[config.mk]
export PLATFORM = sky130hd
export DESIGN_NAME = lb_demo_slave
export DESIGN_NICKNAME = d
export VERILOG_FILES = /design/src/source/hw_test_pkg.sv /design/src/source/lb_demo_slave.sv
export SDC_FILE = /design/constraint.sdc
export NUM_CORES = 1
export LEC_CHECK = 0
export BUFFER_PORTS_ARGS = -buffer_cell sky130_fd_sc_hd__buf_2
export CORE_MARGIN = 2
export CORE_UTILIZATION = 37
export DETAILED_ROUTE_END_ITERATION = 12
export REMOVE_ABC_BUFFERS = 1
export SLEW_MARGIN = 40
export SYNTH_ARGS = -nofsm -noshare
export SYNTH_HDL_FRONTEND = slang
export SYNTH_SLANG_ARGS = --single-unit
[constraint.sdc]
create_clock -name tx_clk -period 1.6 [get_ports tx_clk]
set_input_delay 0.16 -clock tx_clk [delete_from_list [all_inputs] [get_ports tx_clk]]
set_output_delay 0.16 -clock tx_clk [all_outputs]
set_load 0.02 [all_outputs]
[src/source/hw_test_pkg.sv]
// Ethernet hardware test
// Shared constants
package hw_test_pkg;

	// Frame buffer in 16-bit words
	localparam int mac_aw = 6;
	localparam int buf_words = 1 << mac_aw;
	localparam int max_frame_bytes = 2 * buf_words;

	// Local bus regions in lb_addr[23:20]
	localparam logic [3:0] lb_region_regs = 4'd0;
	localparam logic [3:0] lb_region_buf = 4'd1;
	localparam logic [3:0] lb_region_cfg = 4'd2;

	// Register offsets inside the register region
	localparam logic [3:0] reg_control = 4'd0;
	localparam logic [3:0] reg_tx_start = 4'd1;
	localparam logic [3:0] reg_status = 4'd2;

	localparam int lb_read_latency = 2;

	// Configuration table and SPI command
	localparam int cfg_words = 16;
	localparam logic [3:0] spi_cmd_write = 4'h1;

	// GMII framing
	localparam int preamble_bytes = 7;
	localparam int ifg_cycles = 12;
	// Reflected Ethernet polynomial
	localparam logic [31:0] crc_poly = 32'hedb88320;

	// Activity LED on-time
	localparam int act_bits = 4;

endpackage

[src/source/lb_demo_slave.sv]
`timescale 1ns/1ps
// Local bus slave
// Registers, config table and buffer writes
module lb_demo_slave (
	input logic tx_clk,
	input logic arst_n,
	input logic [23:0] lb_addr,
	input logic [31:0] lb_data_out,
	input logic lb_strobe,
	input logic lb_rd,
	input logic config_s,
	input logic [3:0] config_a,
	input logic [7:0] config_d,
	input logic tx_busy,
	input logic tx_mac_done,
	output logic [31:0] lb_data_in,
	output logic lb_rd_valid,
	output logic host_write,
	output logic [hw_test_pkg::mac_aw-1:0] host_waddr,
	output logic [15:0] host_wdata,
	output logic tx_start,
	output logic [7:0] tx_len,
	output logic led_user_mode,
	output logic led1,
	output logic led2
);

	logic [3:0] region;
	logic [3:0] offset;
	logic wr;
	logic rd;
	logic reg_wr;
	logic start_ok;
	logic [2:0] ctrl;
	logic [7:0] done_cnt;
	logic [7:0] cfg [hw_test_pkg::cfg_words];
	logic [31:0] rd_mux;
	logic [hw_test_pkg::lb_read_latency-1:0] rd_v;
	logic [31:0] rd_d [hw_test_pkg::lb_read_latency];

	assign region = lb_addr[23:20];
	assign offset = lb_addr[3:0];
	assign wr = lb_strobe & ~lb_rd;
	assign rd = lb_strobe & lb_rd;
	assign reg_wr = wr && region == hw_test_pkg::lb_region_regs;
	assign {led2, led1, led_user_mode} = ctrl;

	// Buffer writes land in the sender on the strobe edge
	assign host_write = wr && region == hw_test_pkg::lb_region_buf;
	assign host_waddr = lb_addr[hw_test_pkg::mac_aw-1:0];
	assign host_wdata = lb_data_out[15:0];

	// Start only when idle and with a legal length
	assign start_ok = reg_wr && offset == hw_test_pkg::reg_tx_start && !tx_busy && !tx_start
		&& lb_data_out[7:0] != 8'd0 && lb_data_out[7:0] <= 8'(hw_test_pkg::max_frame_bytes);

	always_ff @(posedge tx_clk or negedge arst_n) begin
		if (!arst_n) begin
			ctrl <= '0;
			tx_start <= 1'b0;
			done_cnt <= '0;
			rd_v <= '0;
		end else begin
			tx_start <= start_ok;
			if (reg_wr && offset == hw_test_pkg::reg_control) ctrl <= lb_data_out[2:0];
			if (tx_mac_done) done_cnt <= done_cnt + 8'd1;
			rd_v <= {rd_v[hw_test_pkg::lb_read_latency-2:0], rd};
		end
	end

	always_ff @(posedge tx_clk) begin
		if (start_ok) tx_len <= lb_data_out[7:0];
	end

	always_ff @(posedge tx_clk or negedge arst_n) begin
		if (!arst_n) begin
			for (int i = 0; i < hw_test_pkg::cfg_words; i++) cfg[i] <= '0;
		end else if (config_s) begin
			cfg[config_a] <= config_d;
		end
	end

	// Read mux, buffer region reads as zero
	always_comb begin
		rd_mux = '0;
		if (region == hw_test_pkg::lb_region_cfg) begin
			rd_mux[7:0] = cfg[offset];
		end else if (region == hw_test_pkg::lb_region_regs) begin
			if (offset == hw_test_pkg::reg_control) rd_mux[2:0] = ctrl;
			if (offset == hw_test_pkg::reg_status) rd_mux = {16'd0, done_cnt, 7'd0, tx_busy};
		end
	end

	always_ff @(posedge tx_clk) begin
		rd_d[0] <= rd_mux;
		for (int i = 1; i < hw_test_pkg::lb_read_latency; i++) rd_d[i] <= rd_d[i-1];
	end

	assign lb_rd_valid = rd_v[hw_test_pkg::lb_read_latency-1];
	assign lb_data_in = rd_d[hw_test_pkg::lb_read_latency-1];

endmodule

==> reports/metrics.cfg <==
[yosys]
syn_area_um2=8050
synth_largest_area_cell=dfrtp_1
async_flop_share=0.780
syn_avg_cell_area_um2=14.5
yosys-top-cells-area=dfrtp_1 (44%), mux2_2 (19%), dfxtp_1 (8.0%)
synth_edf_count=8
ys_seq_area_frac=0.551
ys_ff_latch=182
synthDistinctLibCells=48
synth_ff_type=dfrtp_1
synth_cells=556
yosys_warnings=0
synth_top_area_frac=0.442

[grt]
grt_pass1_wl_um=27500
grt_overflow=0
antenna_found_initial=0
grt_usage=0.162
grt_max_degree=42
grt_pass1_vias=4895

[run]
max_cap_viol_count=0

[drt]
first_iter_violations=281
post_drt_wl_per_cell_um=18.8
routed_wl_um=17700
drtPass1Iterations=4
via_count=4715
ant_nets=0
viasPerCell=5.03
drc_errors=0

[layout]
antenna_cells=0
final.fill_count=1872
layout_common_cells=dfrtp_1 (142), mux2_2 (136), buf_2 (75)
layout.nets=726
area_delta_synth_final_pct=18.1
drive_gt1_frac=0.507
final_common_cell=dfrtp_1

[setup_path]
crit_fanout=2
critPathKind=reg -> reg
critPathArrivalTime_ps=1770
worst_setup_path_start_kind=flop
end_kind=flop
required_ps=1870

[timing]
setup_viol=0
hold_viol=0
rsz0062_at_grt=false
hold_ws_ps=36.3
clock_skew_ps=5.54
timing.final.crit_share=0.940
setup_tns_ps=0
worst_slew_pin_slew_ps=508
min_period_ps=1500
fin_ws_ps=96.7
drv_slew=0
max_slew_margin=0.661
max_freq_mhz=665

[pwr]
seqPwrFrac=0.494
p_switching_mw=3.07
irDropWorstVdd_mv=0.761
p_sw_frac=0.256
combPwrFrac=0.164
internal_power_mw=8.93
pwr-share-clk=0.342
power.density_nw_per_um2=1260
power.leakage_nw=4.19

[floorplanning]
initial_core_util=0.380
die_x_um=151
rows=53
dieArea_um2=22900
die_h_um=151
core_um2=21200
io_pins=143

[clock_network]
clockBufferDepth=2
clk_latency_ps=430
cts_tree=built
cts_setup_buffers=0
htreeDepth=4
clk_pin_slew_ps=70
clkSinkCount=182
numCtsBuffers=17
root_buffer=clkbuf_16

[placement]
post-place-ws_ps=-156
place.gp.congestion=0.803
port_buffers=76
hpwl_um=12500

[run_status]
status=complete, no violations

[worst_hold_path]
min_path_type=in -> reg

-- stage by stage --
step                instance area, um2  cells   util  power, mW
floorplan                         7550    491      -       7.20
global placement                  8810    895  0.416       7.83
detailed placement                8810    895  0.416       7.99
CTS                               9500    938  0.449       12.1
global route                      9500    938  0.449       12.6
finish                            9500    938  0.449       12.0
-- layer usage --
metal	GRT usage	wire length, um	vias to the layer above
met5	0.0114	0	-
met4	0.0509	341	0
met3	0.0416	756	32
met2	0.266	8690	99
met1	0.212	7880	2445
li1	-	-	2139
-- cells by family (layout without fill, tap and decap cells) --
kind of cell,Yosys count,in the layout,synth area share
multiplexers,183,183,0.283
AO/OA/AOI/OAI,30,30,0.0252
other,1,16,0.000466
AND/OR/NAND/NOR,71,71,0.0614
XOR/XNOR,8,8,0.00871
flip-flops,182,182,0.551
buffers and inverters,80,172,0.0681
adder cells (fa/ha/maj),1,1,0.00155
-- area by class of cell --
class	count	area, um2	area share
Tap cell	275	344	0.0362
Timing Repair Buffer	140	1020	0.107
Multi-Input combinational cell	309	3120	0.329
Sequential cell	182	4430	0.467
Clock inverter	12	110	0.0116
Clock buffer	20	468	0.0493
-- power groups by stage --
stage | registers [mW] | clock network (mW) | logic, mW
after floorplan | 5.88 | 0 | 1.32
after global placement | 5.96 | 0 | 1.87
after detailed placement | 6.03 | 0 | 1.96
after CTS | 5.94 | 4.20 | 1.99
after global routing | 6.05 | 4.43 | 2.14
final | 5.93 | 4.11 | 1.96
-- synth_stat cells, types with 2 or more instances --
master    instances
nor3_1            4
nand3_1           8
mux4_2           22
dfxtp_1          32
o21ai_0          10
nor2_1            7
xnor2_1           4
a21oi_1           2
mux2_1            2
nor2b_1           4
nor3_2            4
clkbuf_1         13
a211oi_1          3
nor4b_1           2
nand4_1           2
a32oi_1           2
nor2_2            4
o211ai_1          2
nand2_1          10
mux2_2          136
nor4_4            3
o21ai_1           2
and2_1           10
dfrtp_1         142
o32ai_1           5
a211o_1           2
xor2_1            4
nand3b_1          2
buf_2             3
mux2i_1          23
edfxtp_1          8
buf_4            63
-- final timing paths --
| kind | start | end | slack [ps] | cells after the start |
|---|---|---|---|---|
| setup / recovery | cfg[99]$_DFFE_PN0P_ | rd_d[0][3]$_SDFF_PN0_ | 100 | 3 |
| setup reg to reg | cfg[99]$_DFFE_PN0P_ | rd_d[0][3]$_SDFF_PN0_ | 100 | 3 |
| hold reg to reg | rd_d[0][11]$_SDFF_PP0_ | rd_d[0][43]$_DFF_P_ | 330 | 0 |
| hold / removal | lb_data_out[2] | tx_len[2]$_DFFE_PP_ | 40 | 2 |
| min in group asynchronous | arst_n | cfg[79]$_DFFE_PN0P_ | 210 | 2 |
| max in group asynchronous | arst_n | cfg[54]$_DFFE_PN0P_ | 810 | 3 |
-- worst max-delay path: stages (launching register included) --
cell     delay (ps)
dfrtp_1         380
mux4_2          460
mux2i_1         300
o32ai_1         200
-- sequential cells by signal (all words and copies together), names as in the netlist --
| register | cells |
|---|---|
| cfg | 128 |
| rd_d | 32 |
| done_cnt | 8 |
| tx_len | 8 |
| ctrl | 3 |
| rd_v | 2 |
| tx_start | 1 |
-- what timing repair did --
item	in CTS	in global routing
gates resized for setup	0	1
setup endpoints to repair	0	1
endpoints found under the hold margin	44	0
hold buffers	11	0
No activity file was read; power rests on OpenSTA's default activity.
